===== src/cpu_pkg.sv =====
package cpu_pkg;

  // **************************************************
  // Widths and sizes
  // **************************************************
  localparam int dbits         = 32;
  localparam int regno_bits    = 4;
  localparam int imm_bits      = 16;
  // Byte address bits that index the memories
  localparam int mem_addr_bits = 16;
  // Words per memory, two low bits select the byte
  localparam int mem_words     = 1 << (mem_addr_bits - 2);
  localparam int hex_bits      = 24;
  localparam int key_bits      = 4;

  // **************************************************
  // Addresses and reset values
  // **************************************************
  localparam logic [dbits-1:0]    inst_size = 32'd4;
  localparam logic [dbits-1:0]    start_pc  = 32'h0000_0100;
  localparam logic [dbits-1:0]    addr_hex  = 32'hFFFF_F000;
  localparam logic [dbits-1:0]    addr_key  = 32'hFFFF_F080;
  localparam logic [hex_bits-1:0] hex_reset = 24'hFEDEAD;

  // Primary opcodes
  localparam logic [5:0] op1_alur = 6'b000000;
  localparam logic [5:0] op1_beq  = 6'b001000;
  localparam logic [5:0] op1_blt  = 6'b001001;
  localparam logic [5:0] op1_ble  = 6'b001010;
  localparam logic [5:0] op1_bne  = 6'b001011;
  localparam logic [5:0] op1_jal  = 6'b001100;
  localparam logic [5:0] op1_lw   = 6'b010010;
  localparam logic [5:0] op1_sw   = 6'b011010;
  localparam logic [5:0] op1_addi = 6'b100000;
  localparam logic [5:0] op1_andi = 6'b100100;
  localparam logic [5:0] op1_ori  = 6'b100101;
  localparam logic [5:0] op1_xori = 6'b100110;

  // Secondary opcodes, ALUR only
  localparam logic [7:0] op2_eq   = 8'b00001000;
  localparam logic [7:0] op2_lt   = 8'b00001001;
  localparam logic [7:0] op2_le   = 8'b00001010;
  localparam logic [7:0] op2_ne   = 8'b00001011;
  localparam logic [7:0] op2_add  = 8'b00100000;
  localparam logic [7:0] op2_and  = 8'b00100100;
  localparam logic [7:0] op2_or   = 8'b00100101;
  localparam logic [7:0] op2_xor  = 8'b00100110;
  localparam logic [7:0] op2_sub  = 8'b00101000;
  localparam logic [7:0] op2_nand = 8'b00101100;
  localparam logic [7:0] op2_nor  = 8'b00101101;
  localparam logic [7:0] op2_nxor = 8'b00101110;
  localparam logic [7:0] op2_rshf = 8'b00110000;
  localparam logic [7:0] op2_lshf = 8'b00110001;

  // **************************************************
  // Instruction word, register and immediate views
  // **************************************************
  typedef struct packed {
    logic [5:0]            op1;
    logic [7:0]            op2;
    logic [5:0]            pad;
    logic [regno_bits-1:0] rd;
    logic [regno_bits-1:0] rs;
    logic [regno_bits-1:0] rt;
  } alur_fmt_t;

  typedef struct packed {
    logic [5:0]            op1;
    logic [1:0]            pad;
    logic [imm_bits-1:0]   imm;
    logic [regno_bits-1:0] rs;
    logic [regno_bits-1:0] rt;
  } imm_fmt_t;

  typedef union packed {
    alur_fmt_t alur_fmt;
    imm_fmt_t  imm_fmt;
  } inst_t;

  // All zero, ALUR with an invalid op2 and no write
  localparam inst_t nop_inst = '0;

endpackage

===== src/decode_stage.sv =====
`timescale 1ns/1ps

module decode_stage import cpu_pkg::*; (
  input  logic                  clk,
  input  logic                  reset,
  input  inst_t                 inst,
  input  logic [dbits-1:0]      pc,
  input  logic [dbits-1:0]      rdata1,
  input  logic [dbits-1:0]      rdata2,
  output logic [regno_bits-1:0] rs,
  output logic [regno_bits-1:0] rt,
  output inst_t                 d_inst,
  output logic [dbits-1:0]      d_pc,
  output logic [dbits-1:0]      d_val1,
  output logic [dbits-1:0]      d_val2,
  output logic [dbits-1:0]      d_imm,
  output logic [regno_bits-1:0] d_wregno,
  output logic                  d_wr_reg,
  output logic                  d_rd_mem,
  output logic                  d_wr_mem,
  output logic                  d_is_branch,
  output logic                  d_is_jal,
  output logic                  ctrl_in_decode
);

  logic [5:0]            op1;
  logic                  is_alur;
  logic                  is_alui;
  logic                  is_branch;
  logic                  is_jal;
  logic                  is_lw;
  logic                  is_sw;
  logic                  wr_reg;
  logic [regno_bits-1:0] wregno;
  logic [dbits-1:0]      imm_sext;

  // **************************************************
  // Field extraction
  // **************************************************
  assign op1 = inst.alur_fmt.op1;
  assign rs  = inst.alur_fmt.rs;
  assign rt  = inst.alur_fmt.rt;

  // Immediate through the other view of the same word
  assign imm_sext = {{(dbits-imm_bits){inst.imm_fmt.imm[imm_bits-1]}}, inst.imm_fmt.imm};

  // Opcode classes
  assign is_alur   = (op1 == op1_alur);
  assign is_alui   = (op1 == op1_addi) || (op1 == op1_andi) ||
                     (op1 == op1_ori)  || (op1 == op1_xori);
  assign is_branch = (op1 == op1_beq) || (op1 == op1_blt) ||
                     (op1 == op1_ble) || (op1 == op1_bne);
  assign is_jal    = (op1 == op1_jal);
  assign is_lw     = (op1 == op1_lw);
  assign is_sw     = (op1 == op1_sw);

  // Bubble is an ALUR word too, keep it from writing
  assign wr_reg = (is_alur && (inst != nop_inst)) || is_alui || is_lw || is_jal;

  // rd for ALUR, rt for everything else that writes
  assign wregno = is_alur ? inst.alur_fmt.rd : rt;

  // Fetch holds while this stage sees a control instruction
  assign ctrl_in_decode = is_branch | is_jal;

  // Decode latch
  always_ff @(posedge clk or posedge reset) begin
    if (reset) begin
      d_inst      <= nop_inst;
      d_pc        <= '0;
      d_val1      <= '0;
      d_val2      <= '0;
      d_imm       <= '0;
      d_wregno    <= '0;
      d_wr_reg    <= 1'b0;
      d_rd_mem    <= 1'b0;
      d_wr_mem    <= 1'b0;
      d_is_branch <= 1'b0;
      d_is_jal    <= 1'b0;
    end else begin
      d_inst      <= inst;
      d_pc        <= pc;
      d_val1      <= rdata1;
      d_val2      <= rdata2;
      d_imm       <= imm_sext;
      d_wregno    <= wregno;
      d_wr_reg    <= wr_reg;
      d_rd_mem    <= is_lw;
      d_wr_mem    <= is_sw;
      d_is_branch <= is_branch;
      d_is_jal    <= is_jal;
    end
  end

endmodule


===== config.mk =====
export PLATFORM = sky130hd
export DESIGN_NAME = decode_stage
export DESIGN_NICKNAME = d
export VERILOG_FILES = /design/src/cpu_pkg.sv /design/src/decode_stage.sv
export SDC_FILE = /design/constraint.sdc
export NUM_CORES = 1
export LEC_CHECK = 0
export BUFFER_PORTS_ARGS = -buffer_cell sky130_fd_sc_hd__buf_4
export CORE_MARGIN = 4
export CORE_UTILIZATION = 31
export CTS_BUF_LIST = sky130_fd_sc_hd__clkbuf_16
export DETAILED_ROUTE_END_ITERATION = 16
export PLACE_DENSITY_LB_ADDON = 0.05
export SYNTH_ARGS = -nofsm -noshare
export SYNTH_HDL_FRONTEND = slang
export SYNTH_SLANG_ARGS = --single-unit
export TNS_END_PERCENT = 10

===== constraint.sdc =====
create_clock -name clk -period 4.9 [get_ports clk]
set_input_delay 0.735 -clock clk [delete_from_list [all_inputs] [get_ports clk]]
set_output_delay 0.735 -clock clk [all_outputs]
set_load 0.1 [all_outputs]

Word-level counts from Yosys, hierarchy flattened
Cells that the tools add are included.
Word-level totals
  logic and storage cells: 36
  bits in latches: 0
  memories: 0
  output and inout port bits: 178
  input port bits: 130
  bits in read-only memories: 0
  bits in registers: 153
  RAM bits: 0
Operators by class
  mux-type cells: 1
  shift operators: 0
  magnitude comparators: 0
  multiply operators: 0
  bitwise gates (word level): 1
  $add $sub $neg: 0
  equal/unequal tests: 11
  reduce and logical (&&, ||, !) cells: 12
  divide/modulo/power cells: 0
Operator list (count)
  32-bit nonzero test: 1
  6-bit by 4-bit equality test with 1-bit output, second input constant: 5
  6-bit equality test, second input constant: 4
  6-bit by 5-bit equality test with 1-bit output, second input constant: 2
  1-bit logical OR: 9
  6-bit logical NOT: 1
  4-bit 2-to-1 mux: 1
  1-bit logical AND: 1
  1-bit OR: 1

Depth between registers and ports, before layout
  depth in word-level cells: 7
  mapped depth: 4

Least setup slack after synthesis
OpenSTA, ideal clock, no wires.
  path type: input port to output port
  start: input inst[27] in the netlist's numbering
  end: output ctrl_in_decode
  slack: 2.535 ns
  arrival: 1.630 ns
  stages: 3
  data required time: 4.165 ns
  path buffers: 0
  path through: nor4_4 > and3_1 > or2_2
On the way
  elaborated cells on any way between the ends: 9
  classes of those cells: eq/ne (5); bitwise (1); reduce/logical (3)
RTL lines
  start, declared: RTL line decode_stage.sv:6  | input inst_t inst,
  6-bit by 4-bit equality test with 1-bit output: RTL line decode_stage.sv:53  | assign is_jal = (op1 == op1_jal);
  named net is_jal: RTL line decode_stage.sv:30  | logic is_jal;
  1-bit OR: RTL line decode_stage.sv:64  | assign ctrl_in_decode = is_branch | is_jal;
  end, declared: RTL line decode_stage.sv:23  | output logic ctrl_in_decode
The timed path passes the listed nets, and every way through them passes these cells.

Final worst setup path
Ends and elaborated chain as after synthesis.

==> results.ini <==
[run_status]
status = finished clean

[global_routing]
use_met1_pct = 16.28
use_met3_pct = 7.552
grt_max_degree = 106
grt_pass1_wl_um = 16640
grt-ovfl-total = 0
track_usage_pct = 15.58
grt_pass1_vias = 2878
busiest_layer = met2
antenna_found_initial = 0
use_met2_pct = 26.75

[finish]
utilization_pct = 54.57
syn_to_final_growth_pct = 72.66
nNetsFinal = 627
diodes = 0
nFillCells = 1076
drive_above_1_share_pct = 67.98

[run]
maxCapViolCount = 0

[timing]
finalSetupViolations = 0
hold_ws_ps = 429.1
rsz0062_at_grt = no
fin_crit_ps = 2521
maxSlewHeadroom_pct = 39.13
setup-tns-final_ps = 0
hold_viol = 0
max_clock_freq_mhz = 396.7
worstMarginPinSlew_ps = 913.0
layout_setup_ws_ps = 2379
fin_crit_sh_pct = 51.45
drv_slew = 0

[critical_path]
crit_fanout = 5
max_stage_delay_ps = 310
crit_buf_inv = 2
crit_top_cell = buf_4
crit_family = simple AND/OR/NAND/NOR gates
crit_type = input pin to primary output
end_kind = primary output
cp-start-kind = input pin
worstPathArrival_ps = 1790
crit_path_top_delay_cell = nor4_4
required_ps = 4160
cp_cell_sequence = buf_4 -> nor4_4 -> and3_1 -> or2_2 -> buf_4

[logic_synthesis]
ys_types = 18
synth.most_common_cell = dfrtp_1
dominantRegCellSynth = dfrtp_1
netlist_area_um2 = 3973
synth_top_area_cell = dfrtp_1
ys_ff_latch = 137
syn_avg_cell_area_um2 = 18.92
async_flop_share_pct = 100.0
synth_top_cell_area_share_pct = 86.30
synth_common_cells = dfrtp_1, buf_4, nor4_1, mux2_4, nor2_1
synth_nets = 340
syn_inst = 210
ys_seq_area_share_pct = 86.30
synth_area_leaders = dfrtp_1, buf_4, nor4_1
synth_edf_count = 0
yosysWarnings = 0

[power]
leakage_nw = 3.492
p_total_mw = 3.411
p_per_area_nw_per_um2 = 497.3
peakVddDrop_uv = 241.2

[clocking]
cts.sink_count = 137
htree_levels = 4
numCtsBuffers = 17
cts_hold_buf = 0
clockBufferDepth = 2
cts_tree = built
post_cts_buffers = 0
postCtsResizedCells = 0
path_clk_slew_ps = 60
cts-root-buf = clkbuf_16

[floorplan]
ios = 308
floorplan.initialDensity_pct = 31.61
core_area_um2 = 12570
die_h_um = 121.2
row_count = 41
dieArea_um2 = 14690
die_w_um = 121.2

[detailed_routing]
wl_per_cell_um = 16.69
drt-initial-drc-count = 73
ant_nets = 0
vias = 2693
drt_pre_antenna_iters = 4
routed_wl_um = 11360
viasPerCell = 3.954
drc = 0

[placed_design]
place_ws_ps = 2382
hpwl_um = 8981
gp_congestion = 0.7702
io_buffers = 307

[min_path]
hold_class = input pin to register

==> per-stage QoR <==
| stage | std cells | instance area (µm²) |
|---|---|---|
| after global placement | 650 | 6205 |
| after global routing | 681 | 6859 |
| after detailed placement | 650 | 6205 |
| after CTS | 681 | 6859 |
| after floorplan | 210 | 3973 |
| final | 681 | 6859 |
==> cells by family (layout without fill, tap and decap cells) <==
logic type | after synthesis | count (layout) | share of synthesized area (%)
DFF | 137 | 137 | 86.30
buffers and inverters | 41 | 340 | 7.654
and+or+nand+nor | 26 | 26 | 4.189
muxes | 4 | 4 | 1.512
AOI/OAI and AO/OA | 2 | 2 | 0.3464
==> area by class of cell <==
type                       count  area (µm²)  share of cell area [%]
timing repair buffer         308        2312                   33.71
inverter                       1       8.758                  0.1277
clock buffer                  17       425.4                   6.202
clock inverter                14       229.0                   3.338
sequential                   137        3428                   49.98
tap                          172       215.2                   3.138
multi-input combinational     32       240.2                   3.502
==> layer usage <==
layer / vias to the layer above / part of all wire, %
li1: 1220 / -
met1: 1286 / 33
met2: 172 / 53
met3: 15 / 12
met4: 0 / 1.6
met5: - / 0
==> worst paths after layout <==
check / from / endpoint / depth (start not counted)
hold / removal: pc[18] / d_pc[18] / 1
setup / recovery: inst[27] / ctrl_in_decode / 5
max in group asynchronous: reset / d_inst[20] / 3
min in group asynchronous: reset / d_pc[13] / 2
==> placed cells by master, fill, tap and decap left out, types with 2 or more instances in the layout <==
master / instances
nand3b_1: 2
nand2b_1: 2
nor2_1: 3
bufinv_16: 6
mux2_4: 4
clkinv_2: 4
nor3_1: 2
dfrtp_1: 137
nor4_1: 10
buf_4: 308
clkinv_4: 2
clkbuf_16: 17
==> where the power goes <==
group	switching (mW)	internal, mW	leakage, nW
clock network	0.452	0.946	0.320
logic	0.642	0.164	1.57
registers	0.0191	1.19	1.61
(Power assumes the default switching activity.)
