[src/cpu_pkg.sv]
package cpu_pkg;

  // **************************************************
  // Widths and sizes
  // **************************************************
  localparam int dbits         = 32;
  localparam int regno_bits    = 4;
  localparam int imm_bits      = 16;
  // Byte address bits that index the memories
  localparam int mem_addr_bits = 16;
  // Words per memory, two low bits select the byte
  localparam int mem_words     = 1 << (mem_addr_bits - 2);
  localparam int hex_bits      = 24;
  localparam int key_bits      = 4;

  // **************************************************
  // Addresses and reset values
  // **************************************************
  localparam logic [dbits-1:0]    inst_size = 32'd4;
  localparam logic [dbits-1:0]    start_pc  = 32'h0000_0100;
  localparam logic [dbits-1:0]    addr_hex  = 32'hFFFF_F000;
  localparam logic [dbits-1:0]    addr_key  = 32'hFFFF_F080;
  localparam logic [hex_bits-1:0] hex_reset = 24'hFEDEAD;

  // Primary opcodes
  localparam logic [5:0] op1_alur = 6'b000000;
  localparam logic [5:0] op1_beq  = 6'b001000;
  localparam logic [5:0] op1_blt  = 6'b001001;
  localparam logic [5:0] op1_ble  = 6'b001010;
  localparam logic [5:0] op1_bne  = 6'b001011;
  localparam logic [5:0] op1_jal  = 6'b001100;
  localparam logic [5:0] op1_lw   = 6'b010010;
  localparam logic [5:0] op1_sw   = 6'b011010;
  localparam logic [5:0] op1_addi = 6'b100000;
  localparam logic [5:0] op1_andi = 6'b100100;
  localparam logic [5:0] op1_ori  = 6'b100101;
  localparam logic [5:0] op1_xori = 6'b100110;

  // Secondary opcodes, ALUR only
  localparam logic [7:0] op2_eq   = 8'b00001000;
  localparam logic [7:0] op2_lt   = 8'b00001001;
  localparam logic [7:0] op2_le   = 8'b00001010;
  localparam logic [7:0] op2_ne   = 8'b00001011;
  localparam logic [7:0] op2_add  = 8'b00100000;
  localparam logic [7:0] op2_and  = 8'b00100100;
  localparam logic [7:0] op2_or   = 8'b00100101;
  localparam logic [7:0] op2_xor  = 8'b00100110;
  localparam logic [7:0] op2_sub  = 8'b00101000;
  localparam logic [7:0] op2_nand = 8'b00101100;
  localparam logic [7:0] op2_nor  = 8'b00101101;
  localparam logic [7:0] op2_nxor = 8'b00101110;
  localparam logic [7:0] op2_rshf = 8'b00110000;
  localparam logic [7:0] op2_lshf = 8'b00110001;

  // **************************************************
  // Instruction word, register and immediate views
  // **************************************************
  typedef struct packed {
    logic [5:0]            op1;
    logic [7:0]            op2;
    logic [5:0]            pad;
    logic [regno_bits-1:0] rd;
    logic [regno_bits-1:0] rs;
    logic [regno_bits-1:0] rt;
  } alur_fmt_t;

  typedef struct packed {
    logic [5:0]            op1;
    logic [1:0]            pad;
    logic [imm_bits-1:0]   imm;
    logic [regno_bits-1:0] rs;
    logic [regno_bits-1:0] rt;
  } imm_fmt_t;

  typedef union packed {
    alur_fmt_t alur_fmt;
    imm_fmt_t  imm_fmt;
  } inst_t;

  // All zero, ALUR with an invalid op2 and no write
  localparam inst_t nop_inst = '0;

endpackage
[src/execute_stage.sv]
`timescale 1ns/1ps

module execute_stage import cpu_pkg::*; (
  input  logic                  clk,
  input  logic                  reset,
  input  inst_t                 d_inst,
  input  logic [dbits-1:0]      d_pc,
  input  logic [dbits-1:0]      d_val1,
  input  logic [dbits-1:0]      d_val2,
  input  logic [dbits-1:0]      d_imm,
  input  logic [regno_bits-1:0] d_wregno,
  input  logic                  d_wr_reg,
  input  logic                  d_rd_mem,
  input  logic                  d_wr_mem,
  input  logic                  d_is_branch,
  input  logic                  d_is_jal,
  output logic [dbits-1:0]      e_alu_out,
  output logic [dbits-1:0]      e_store_data,
  output logic [regno_bits-1:0] e_wregno,
  output logic                  e_wr_reg,
  output logic                  e_rd_mem,
  output logic                  e_wr_mem,
  output logic                  ctrl_in_execute,
  output logic                  redirect,
  output logic [dbits-1:0]      redirect_pc
);

  logic signed [dbits-1:0] a;
  logic signed [dbits-1:0] b;
  logic [$clog2(dbits)-1:0] shamt;
  logic [dbits-1:0]        alu_res;
  logic                    br_cond;
  logic [dbits-1:0]        target;

  // Operands are signed for compares and right shift
  assign a     = d_val1;
  assign b     = d_val2;
  assign shamt = d_val2[$clog2(dbits)-1:0];

  // **************************************************
  // ALU
  // **************************************************
  always_comb begin
    alu_res = '0;
    case (d_inst.alur_fmt.op1)
      op1_alur: begin
        case (d_inst.alur_fmt.op2)
          op2_eq:   alu_res = dbits'(a == b);
          op2_lt:   alu_res = dbits'(a < b);
          op2_le:   alu_res = dbits'(a <= b);
          op2_ne:   alu_res = dbits'(a != b);
          op2_add:  alu_res = a + b;
          op2_and:  alu_res = a & b;
          op2_or:   alu_res = a | b;
          op2_xor:  alu_res = a ^ b;
          op2_sub:  alu_res = a - b;
          op2_nand: alu_res = ~(a & b);
          op2_nor:  alu_res = ~(a | b);
          op2_nxor: alu_res = ~(a ^ b);
          op2_rshf: alu_res = a >>> shamt;
          op2_lshf: alu_res = a << shamt;
          default:  alu_res = '0;
        endcase
      end
      // Address for loads and stores
      op1_lw, op1_sw, op1_addi: alu_res = a + d_imm;
      op1_andi: alu_res = a & d_imm;
      op1_ori:  alu_res = a | d_imm;
      op1_xori: alu_res = a ^ d_imm;
      // Link value
      op1_jal:  alu_res = d_pc + inst_size;
      default:  alu_res = '0;
    endcase
  end

  // Signed branch conditions
  always_comb begin
    case (d_inst.imm_fmt.op1)
      op1_beq: br_cond = (a == b);
      op1_blt: br_cond = (a < b);
      op1_ble: br_cond = (a <= b);
      op1_bne: br_cond = (a != b);
      default: br_cond = 1'b0;
    endcase
  end

  // JAL is register relative, branches are PC relative past the branch
  assign target = d_is_jal ? (d_val1 + (d_imm << 2)) : (d_pc + inst_size + (d_imm << 2));

  assign ctrl_in_execute = d_is_branch | d_is_jal;

  // Execute latch and redirect
  always_ff @(posedge clk or posedge reset) begin
    if (reset) begin
      e_alu_out    <= '0;
      e_store_data <= '0;
      e_wregno     <= '0;
      e_wr_reg     <= 1'b0;
      e_rd_mem     <= 1'b0;
      e_wr_mem     <= 1'b0;
      redirect     <= 1'b0;
      redirect_pc  <= '0;
    end else begin
      e_alu_out    <= alu_res;
      e_store_data <= d_val2;
      e_wregno     <= d_wregno;
      e_wr_reg     <= d_wr_reg;
      e_rd_mem     <= d_rd_mem;
      e_wr_mem     <= d_wr_mem;
      // Not taken needs no redirect, fetch already points past the branch
      redirect     <= (d_is_branch & br_cond) | d_is_jal;
      redirect_pc  <= target;
    end
  end

endmodule

[config.mk]
export PLATFORM = sky130hd
export DESIGN_NAME = execute_stage
export DESIGN_NICKNAME = d
export VERILOG_FILES = /design/src/cpu_pkg.sv /design/src/execute_stage.sv
export SDC_FILE = /design/constraint.sdc
export NUM_CORES = 1
export LEC_CHECK = 0
export BUFFER_PORTS_ARGS = -buffer_cell sky130_fd_sc_hd__buf_2
export CAP_MARGIN = 40
export CORE_ASPECT_RATIO = 0.5
export CORE_MARGIN = 3
export CORE_UTILIZATION = 25
export DETAILED_ROUTE_END_ITERATION = 6
export PLACE_DENSITY_LB_ADDON = 0.08
export SKIP_LAST_GASP = 1
export SYNTH_ARGS = -nofsm -noshare
export SYNTH_HDL_FRONTEND = slang
export SYNTH_SLANG_ARGS = --single-unit
[constraint.sdc]
create_clock -name clk -period 4.19 [get_ports clk]
set_clock_uncertainty 0.1 [all_clocks]
set_input_delay 0.2095 -clock clk [delete_from_list [all_inputs] [get_ports clk]]
set_output_delay 0.2095 -clock clk [all_outputs]
set_load 0.01 [all_outputs]
# Word-level counts from Yosys, hierarchy flattened
# Index checks and enable logic that the tools add are counted.
[classes] n_bitwise=12 n_eq_ne=27 addsub=6 shift=2 n_reduce_logical=2 magnitude_cmp=2 muxes=4
[op_table] op="$pmux W32 S14" count=1
[op_table] op="$pmux W32 S6" count=1
[op_table] op="$add A32 B32 Y32" count=4
[op_table] op="$not A32 Y32" count=3
[op_table] op="$eq A8 B6 Y1 const B" count=10
[op_table] op="$and A32 B32 Y32" count=2
[op_table] op="$or A32 B32 Y32" count=2
[op_table] op="$xor A32 B32 Y32" count=2
[op_table] op="$add A32 B3 Y32 const B" count=1
[op_table] op="$eq A32 B32 Y1" count=1
[op_table] op="$eq A8 B4 Y1 const B" count=4
[op_table] op="$le A32 B32 Y1" count=1
[op_table] op="$lt A32 B32 Y1" count=1
[op_table] op="$mux W32" count=1
[op_table] op="$ne A32 B32 Y1" count=1
[op_table] op="$shl A32 B5 Y32" count=1
[op_table] op="$sshr A32 B5 Y32" count=1
[op_table] op="$sub A32 B32 Y32" count=1
[op_table] op="$eq A6 B4 Y1 const B" count=5
[op_table] op="$eq A6 B6 Y1 const B" count=4
[op_table] op="$eq A6 B5 Y1 const B" count=2
[op_table] op="$logic_not A6 Y1" count=1
[op_table] op="$pmux W1 S4" count=1
[op_table] op="$reduce_or A3 Y1" count=1
[op_table] op="other kinds (2)" count=3
[word_totals] elab_cells=63 reg_bits=104 output_inout_bits=105

# Longest topological paths before layout
# Gate-level depths: netlist (run 1).
[depth] word_depth=4 depth_mapped=20 ltp_nobuf=20

# Worst setup path after synthesis (run 1)
# OpenSTA, ideal clock, no wires.
[synth_path] path_type="input -> register" from="in d_val2[2]" to="reg e_alu_out[29]" slack_ns=-0.176 arrival_time_ns=4.165 path_stages=17 setup_time_ns=0.101 cell_sequence="inv_2 buf_1 buf_1 clkbuf_1 ha_1 buf_4 nand2b_1 o311a_1 or4_4 a211oi_4 o211ai_2 a31o_4 a2111o_1 a211oi_1 or3_2 mux2i_1 o311ai_2"
[synth_via] elab_chain_len=3
[synth_lines] element="from (decl)" line="execute_stage.sv:9" rtl="input logic [dbits-1:0] d_val2,"
[synth_lines] element="$sub A32 B32 Y32 (tied with other cells)" line="execute_stage.sv:56" rtl="op2_sub: alu_res = a - b;"
[synth_lines] element="$pmux W32 S14 (*)" line="execute_stage.sv:47" rtl="case (d_inst.alur_fmt.op2)"
[synth_lines] element="$pmux W32 S6 (*)" line="execute_stage.sv:45" rtl="case (d_inst.alur_fmt.op1)"
[synth_lines] element="net alu_res[29]" line="execute_stage.sv:31" rtl="logic [dbits-1:0] alu_res;"
[synth_lines] element="to (signal assigned)" line="execute_stage.sv:104" rtl="e_alu_out <= alu_res;"
[synth_lines] element="to (decl)" line="execute_stage.sv:17" rtl="output logic [dbits-1:0] e_alu_out,"
# Mark *: on every way through the listed nets, which the timed path passes. The rest lies on a longest branch.

# Worst setup path in the final report (run 1)
[layout_path] from="in d_val2[7]" to="reg e_alu_out[0]"
[layout_via] elab_chain_len=3
[layout_lines] element="$le A32 B32 Y1 (tied with other cells)" line="execute_stage.sv:50" rtl="op2_le: alu_res = dbits'(a <= b);"
[layout_lines] element="$pmux W32 S14 (*)" line="execute_stage.sv:47"
[layout_lines] element="$pmux W32 S6 (*)" line="execute_stage.sv:45"
[layout_lines] element="net alu_res[0]" line="execute_stage.sv:31"
# Marked as above.

==> reports/results.txt, run 1 <==
outcome = finished clean
number of remaining DRC errors = 0
Routed WL per cell = 25.7 um
layout cells sized above 1 = 21.0%
CP Class = primary input to flop
GRT Residual Overflow = 0
most common cell after layout, fill and taps aside = buf_2
Post-synth EDFFs = 0
cell taking the most area after synthesis = dfrtp_1
Routed WL = 90.1 mm
remaining antenna violation count = 0
Synth async-reset ratio = 100%
Synth area leaders = dfrtp_1 (15%), ha_1 (14%), a21oi_1 (6.3%)
worst slew pin tran = 764 ps
largest net degree at the start of global routing = 94
max cap viols = 0
DR iter-0 viols = 1887
Syn Inst Count = 2244
CTS root buf = clkbuf_16
vias in the first global route = 18348
Syn Nets = 2610
DP Wirelength = 73.2 mm
Worst EP required = 4430 ps
most frequent cells in the layout = buf_2 (255), nor2_1 (244), a21oi_1 (214)
Die W = 373 um
register bit total from synthesis = 104
fmax = 242 MHz
TritonCTS buffer count = 9
first-pass GRT wire length = 128 mm
area added between synthesis and finish = 24.4%
critical path launch point type = primary input
final hold vios = 0
unique cell type count in the Yosys netlist = 80
Leak Pwr = 9.74 nW
Via Count = 19016
Net count, final = 2984
initial antenna violation count = 5
buffer count from post-CTS setup fixing = 0
CP Max Fanout = 3
num rows = 66
DIE AREA = 0.0708 mm2
mean number of vias per cell = 5.42
IO Count = 276
Yosys top cell area share = 15.4%
synthesized area = 0.0169 mm2
Worst slew margin = 49.1%
fin. max-slew vios = 0
CTS max path bufs = 2
Die H = 190 um
H-Tree Depth = 3
pwr dens = 225 mW/mm2
Setup crit end kind = flop
clock tree sinks = 104
setup TNS = 0 ps
post-synthesis area per instance = 7.52 um2
Initial Util = 25.6%
GRT Util Overall = 24.7%
RSZ-0062 raised after global routing = true
Synth Flop Type = dfrtp_1
Final Cycle Share = 98.7%
TritonCTS clock tree = done
setup violators final = 0
fin crit period = 4130 ps
Synth warnings = 0
Finished Cell Area = 0.0210 mm2
biggest regs = e_alu_out x32, e_store_data x32, redirect_pc x32
core area = 0.0659 mm2
Seq/Total Area, Yosys = 15.4%
maximum VDD drop = 0.265 mV
First-pass DRT Iterations = 5
HP Class = primary input to flop
Critical Path AT = 4370 ps
RePlAce Congestion = 0.976
Reg clk slew, reported paths = 90 ps
dpl cell area = 0.0203 mm2
Buffers on Ports = 257
[Yosys cell counts, types with 8 or more instances]
| master | n |
|---|---|
| nor2_1 | 244 |
| a21oi_1 | 214 |
| o21ai_0 | 201 |
| ha_1 | 191 |
| nand2_1 | 168 |
| inv_1 | 139 |
| dfrtp_1 | 104 |
| clkbuf_1 | 101 |
| xnor2_1 | 86 |
| mux2i_1 | 82 |
| xor2_1 | 53 |
| nand3_1 | 47 |
| nor3_1 | 45 |
| a21o_1 | 43 |
| a211oi_1 | 38 |
| mux4_2 | 34 |
| nand2b_1 | 32 |
| o22ai_1 | 31 |
| a221oi_1 | 26 |
| buf_1 | 21 |
| o211ai_1 | 20 |
| o221ai_1 | 20 |
| a222oi_1 | 19 |
| o21bai_1 | 17 |
| o31ai_1 | 17 |
| and3_1 | 16 |
| a221o_1 | 15 |
| a31oi_1 | 15 |
| nor4_1 | 15 |
| nand4_1 | 13 |
| nor2b_1 | 13 |
| o21a_1 | 13 |
| a211o_1 | 11 |
| a22oi_1 | 11 |
| mux2_2 | 9 |
| or3_1 | 9 |
| buf_6 | 8 |
[routing by layer]
layer  GRT usage, %  wire length (um)
met5              0                 0
met4           4.96              1570
met3           9.57              9780
met2           34.1             35200
met1           36.0             43600
[report_power, final]
part           switching, mW  total (mW)  internal [mW]  leakage [nW]
Combinational           1.63        2.67           1.03          8.32
Sequential            0.0291        1.14           1.11          1.28
Clock                  0.507       0.918          0.412         0.139
[final timing paths]
kind	from	to	slack [ps]	cells past startpoint
hold / removal	d_inst[30]	redirect	80	3
setup / recovery	d_val2[7]	e_alu_out[0]	60	17
min in group asynchronous	reset	e_rd_mem	330	3
max in group asynchronous	reset	e_store_data[27]	2710	4
[layout make-up]
| class | count | area, um2 |
|---|---|---|
| inverters | 145 | 549 |
| fillers | 7221 | 44900 |
| diodes | 1 | 2.50 |
| repair buffers | 504 | 3320 |
| clock inverters | 6 | 51.3 |
| well taps | 884 | 1110 |
| multi-input cells | 1854 | 13100 |
| clock buffers | 10 | 229 |
| flip-flops and latches | 104 | 2600 |
[what timing repair did]
action                                 in CTS  in global routing
setup endpoints to repair                   0                  4
endpoints found under the hold margin     112                  0
resized for setup                           0                  2
hold buffers                               40                  0
[logic make-up (layout without fill, tap and decap cells)]
| group | Yosys count | after routing | synth area share, % |
|---|---|---|---|
| compound gates | 766 | 766 | 29.1 |
| xor+xnor | 139 | 139 | 7.22 |
| fa+ha+maj | 195 | 195 | 14.6 |
| buf+inv | 286 | 665 | 6.88 |
| flops | 104 | 104 | 15.4 |
| mux | 125 | 125 | 10.0 |
| other cells | 0 | 1 | 0 |
| simple gates | 629 | 629 | 16.7 |
[stage by stage]
| step | setup slack [ps] | utilization, % | power [mW] | hold slack (ps) | std cells |
|---|---|---|---|---|---|
| 3_5_place_dp | -251 | 30.8 | 3.75 | 221 | 3451 |
| 2_1_floorplan | 42.8 | - | 2.65 | 141 | 2244 |
| 3_3_place_gp | -325 | 30.7 | 3.76 | 217 | 3448 |
| 5_1_grt | -64.9 | 31.8 | 5.04 | 69.7 | 3508 |
| 6_report | 55.6 | 31.8 | 4.73 | 76.2 | 3508 |
| 4_1_cts | 95.0 | 31.8 | 4.74 | 46.9 | 3507 |
[critical path, cell delays in order]
cell,delay [ps]
dlygate4sd3_1,530
buf_2,130
inv_1,60
ha_1,360
buf_4,150
inv_1,40
a221o_1,340
o21bai_1,320
a31oi_1,210
buf_4,190
a21oi_1,260
nor4_1,110
o41ai_1,650
buf_4,260
o21ai_0,90
a21oi_1,180
a2bb2oi_1,290
No activity file was read; power rests on OpenSTA's default activity.
==> run 2: changes to the inputs <==
- CORE_UTILIZATION: 25 -> 35
==> reports/results.txt, run 2 (synthesis gave the netlist of run 1 again) <==
num rows = 56
GRT met3 Usage = 9.83%
IO Count = 276
fin. max-slew vios = 0
final instance count without filler cells = 3265
RePlAce Congestion = 1.02
Initial Util = 35.7%
pwr dens = 227 mW/mm2
RSZ-0062 raised after global routing = false
worst path bufs/invs = 2
GRT Util Overall = 32.3%
CTS max path bufs = 2
CP Class = primary input to flop
Setup crit end kind = flop
Die H = 161 um
first-pass GRT wire length = 121 mm
area added between synthesis and finish = 22.5%
cell breakdown of the critical path = buf_2 > ha_1 > mux2_2 > ha_1 > a21o_1 > a21oi_1 > o21ai_0 > a221oi_1 > buf_4 > a221o_1 > a311oi_1 > nor2_1 > a21oi_1 > a21o_1 > a21oi_1 > xnor2_1
CP dominant cell by count = a21oi_1
worst slew pin tran = 955 ps
number of remaining DRC errors = 0
Top Usage Layer GRT = met1
Top delay family on crit path = compound AO/OA/AOI/OAI gates
outcome = finished clean
most common cell after layout, fill and taps aside = buf_2
initial antenna violation count = 3
CTS root buf = clkbuf_16
Critical Path AT = 4230 ps
Worst Setup SP = d_pc[2]
fmax = 248 MHz
CP Max Fanout = 4
DP Wirelength = 67.7 mm
First-pass DRT Iterations = 6
Final Cycle Share = 96.3%
biggest regs = e_alu_out x32, e_store_data x32, redirect_pc x32
Die W = 316 um
Reg clk slew, reported paths = 90 ps
Slowest-stage cell, CP = o21ai_0
met1 Use GR = 49.4%
WP depth = 16
HP Class = primary input to flop
most frequent cells in the layout = buf_2 (256), nor2_1 (244), a21oi_1 (214)
crit path capture = redirect_pc[31]
layout cells sized above 1 = 21.1%
Overall Power = 4.68 mW
H-Tree Depth = 3
remaining antenna violation count = 0
Cells after DPL = 3209
DIE AREA = 0.0510 mm2
Worst slew margin = 36.1%
Routed WL = 84.5 mm
critical path launch point type = primary input
fin crit period = 4040 ps
maximum VDD drop = 0.226 mV
Routed WL per cell = 25.9 um
FF+latch area = 0.00260 mm2
setup violators final = 0
vias in the first global route = 17718
slowest stage delay, CP = 750 ps
largest net degree at the start of global routing = 94
core area = 0.0472 mm2
GRT Residual Overflow = 0
Via Count = 19216
Worst EP required = 4380 ps
TritonCTS buffer count = 9
final hold vios = 0
Leak Pwr = 9.74 nW
TritonCTS clock tree = done
combined area of the multi-input logic cells = 0.0131 mm2
mean number of vias per cell = 5.89
met2 Resource Use GR = 42.6%
max cap viols = 0
clock tree sinks = 104
Buffers on Ports = 257
DR iter-0 viols = 2478
Fill cells = 4968
Net count, final = 2987
worst hold slack = 26.2 ps
==> run 2: worst min path at each step <==
stage,cells past startpoint,startpoint,end
floorplan,0,d_rd_mem,e_rd_mem
global placement,2,reset,e_wregno[1]
detailed placement,2,reset,e_wregno[3]
CTS,2,d_inst[29],redirect
global route,2,d_inst[29],redirect
finish,2,d_inst[29],redirect
==> run 2: cell type report <==
type / instances / area share (%)
inverters: 145 / 2.66
repair buffers: 507 / 16.0
clock buffers: 10 / 1.16
well taps: 638 / 3.86
diodes: 1 / 0.0121
clock inverters: 6 / 0.242
flip-flops and latches: 104 / 12.6
multi-input cells: 1854 / 63.5
==> run 2: layer usage <==
layer	wire length, um	up-vias
li1	-	8923
met1	40600	9224
met2	31900	967
met3	9550	98
met4	2380	4
met5	23	-
==> run 2: timing repair <==
item,in CTS,in global routing
gates resized for setup,0,1
hold buffers,39,0
hold endpoints to repair,68,0
buffers inserted,0,0
setup endpoints to repair,0,1
==> run 2: power breakdown <==
part           internal [mW]  total (mW)  switching (mW)
clock network          0.429       0.940           0.511
registers               1.11        1.14          0.0250
logic                   1.01        2.60            1.59
total                   2.55        4.68            2.13
==> run 2: metrics by stage <==
stage | util, % | setup slack (ps) | setup TNS, ps | area, um2
after floorplan | - | 42.8 | 0 | 16900
after global routing | 43.8 | 18.3 | 0 | 20700
final | 43.8 | 153 | 0 | 20700
after detailed placement | 42.3 | -70.7 | -76.4 | 20000
after CTS | 43.7 | 217 | 0 | 20700
after global placement | 42.3 | -22.6 | -22.6 | 20000
==> run 3: changes to the inputs <==
- ABC_AREA: not set -> 1
==> reports/results.txt, run 3 <==
Logic pwr share = 53.0%
register bit total from synthesis = 104
Routed WL per cell = 24.2 um
Seq pwr share = 24.4%
Seq/Total Area, Yosys = 13.3%
final hold vios = 0
HP Class = primary input to flop
synthesized area = 0.0196 mm2
vias in the first global route = 23396
Via Count = 25394
TritonCTS buffer count = 9
Buffers on Ports = 257
Net count, final = 4051
GRT Util Overall = 35.0%
count leader, synth = nand2_1
First-pass DRT Iterations = 6
buffer count from post-CTS setup fixing = 0
cell breakdown of the critical path = buf_2 > ha_1 > nand3_1 > inv_2 > nand2_1 > nor2_2 > nand3_1 > nor2_2 > nand2_1 > xnor2_1 > nand2_1 > o21ai_0 > ha_1 > nand2_1 > nor3_1 > nand4_1 > nand3_1 > nand2_1 > nand2_1 > nand2_1 > nand2_1 > xor2_1
Switch Pwr = 2.35 mW
Critical Path AT = 3640 ps
TritonCTS clock tree = done
worst hold stages = 2
remaining antenna violation count = 0
Leak Pwr = 11.8 nW
max cap viols = 0
cell taking the most area after synthesis = nand2_1
Yosys top cell area share = 18.3%
CP Class = primary input to flop
H-Tree Depth = 3
CTS root buf = clkbuf_16
IO Count = 276
Post-synth EDFFs = 0
area added between synthesis and finish = 13.5%
Synth area leaders = nand2_1 (18%), nand3_1 (15%), dfrtp_1 (13%)
Final Cycle Share = 81.4%
RSZ-0062 raised after global routing = false
CP Max Fanout = 6
Worst slew margin = 47.6%
dpl cell area = 0.0215 mm2
clock power share = 22.6%
setup violators final = 0
initial antenna violation count = 4
unique cell type count in the Yosys netlist = 58
Die H = 173 um
Sw Share = 50.1%
min-delay src = d_imm[0]
mean number of vias per cell = 5.72
worst slew pin tran = 777 ps
Synth warnings = 0
DP Wirelength = 89.1 mm
final core occ = 40.8%
CP dominant cell by count = nand2_1
critical path launch point type = primary input
top cells by count, synth = nand2_1 (955), nand3_1 (573), inv_1 (419)
Die W = 341 um
Worst EP required = 4420 ps
worst hold slack = 50.0 ps
Top delay family on crit path = simple AND/OR/NAND/NOR gates
core area = 0.0545 mm2
outcome = finished clean
Initial Util = 36.0%
cts hold-fix bufs = 40
post-synthesis area per instance = 5.67 um2
DR iter-0 viols = 3212
Cells after DPL = 4378
Fill cells = 6283
Slowest-stage cell, CP = ha_1
clock tree sinks = 104
Synth async-reset ratio = 100%
largest net degree at the start of global routing = 61
most frequent cells in the layout = nand2_1 (955), nand3_1 (573), inv_1 (418)
setup TNS = 0 ps
biggest regs = e_alu_out x32, e_store_data x32, redirect_pc x32
hold endpoint = redirect_pc[2]
internal power = 2.34 mW
Syn Inst Count = 3456
fin crit period = 3410 ps
number of remaining DRC errors = 0
Syn Nets = 3822
Reg clk slew, reported paths = 100 ps
pwr dens = 211 mW/mm2
fmax = 293 MHz
final instance count without filler cells = 4436
RePlAce Congestion = 1.06
Synth Flop Type = dfrtp_1
slowest stage delay, CP = 400 ps
worst path bufs/invs = 2
first-pass GRT wire length = 154 mm
layout cells sized above 1 = 10.4%
CTS max path bufs = 2
GRT Residual Overflow = 0
most common cell after layout, fill and taps aside = nand2_1
Routed WL = 107 mm
fin. max-slew vios = 0
CTS resizes = 0
Finished Cell Area = 0.0222 mm2
Setup crit end kind = flop
num rows = 60
DIE AREA = 0.0590 mm2
maximum VDD drop = 0.203 mV
## run 3: cell count changes after synthesis, moves of 33 or more
cell,delta
nand2_1,+787
nand4_1,+48
inv_1,+280
xnor2_1,-80
mux2i_1,-80
nor2_1,+43
a211oi_1,-33
nand3_1,+526
buf_2,+59
mux4_2,-34
clkbuf_1,-65
## run 3: power by group through the flow
stage | Combinational, mW | Clock (mW) | Sequential, mW
after global routing | 2.71 | 1.11 | 1.15
final | 2.49 | 1.06 | 1.14
after CTS | 2.42 | 1.09 | 1.14
after global placement | 2.38 | 0 | 1.16
after floorplan | 1.41 | 0 | 1.22
after detailed placement | 2.38 | 0 | 1.16
## run 3: cells by family after synthesis
kind of cell | synth area share [%]
AO/OA/AOI/OAI | 15.8
buffers and inverters | 11.8
multiplexers | 0.102
XOR/XNOR | 1.56
AND/OR/NAND/NOR | 44.9
flip-flops | 13.3
adder cells (fa/ha/maj) | 12.6
## run 3: worst max-delay path by stage
stage / start / to / cells after the start
floorplan: reset / e_alu_out[0] / 1
global placement: d_pc[2] / redirect_pc[27] / 22
detailed placement: d_pc[2] / redirect_pc[27] / 22
CTS: d_pc[2] / redirect_pc[27] / 22
global route: d_pc[2] / redirect_pc[27] / 22
finish: d_pc[2] / redirect_pc[27] / 22
## run 3: cell type report
class	count	area, um2	area share [%]
diodes	2	5.00	0.0225
clock buffers	9	225	1.01
clock inverters	7	98.8	0.444
inverters	443	1670	7.53
multi-input cells	2786	14700	66.0
flip-flops and latches	104	2600	11.7
well taps	744	931	4.19
repair buffers	341	2020	9.07
## run 3: stage by stage
stage               total power [mW]  setup slack [ps]
floorplan                       2.63              1150
global placement                3.55               439
detailed placement              3.54               360
CTS                             4.65               785
global route                    4.97               451
finish                          4.69               781
## run 3: per-layer routing
layer	vias up	part of all wire (%)	track usage, %
met4	8	2.8	9.11
met5	-	0.053	0
met1	11992	44	49.7
met2	1311	41	51.9
met3	171	12	9.28
li1	11912	-	-
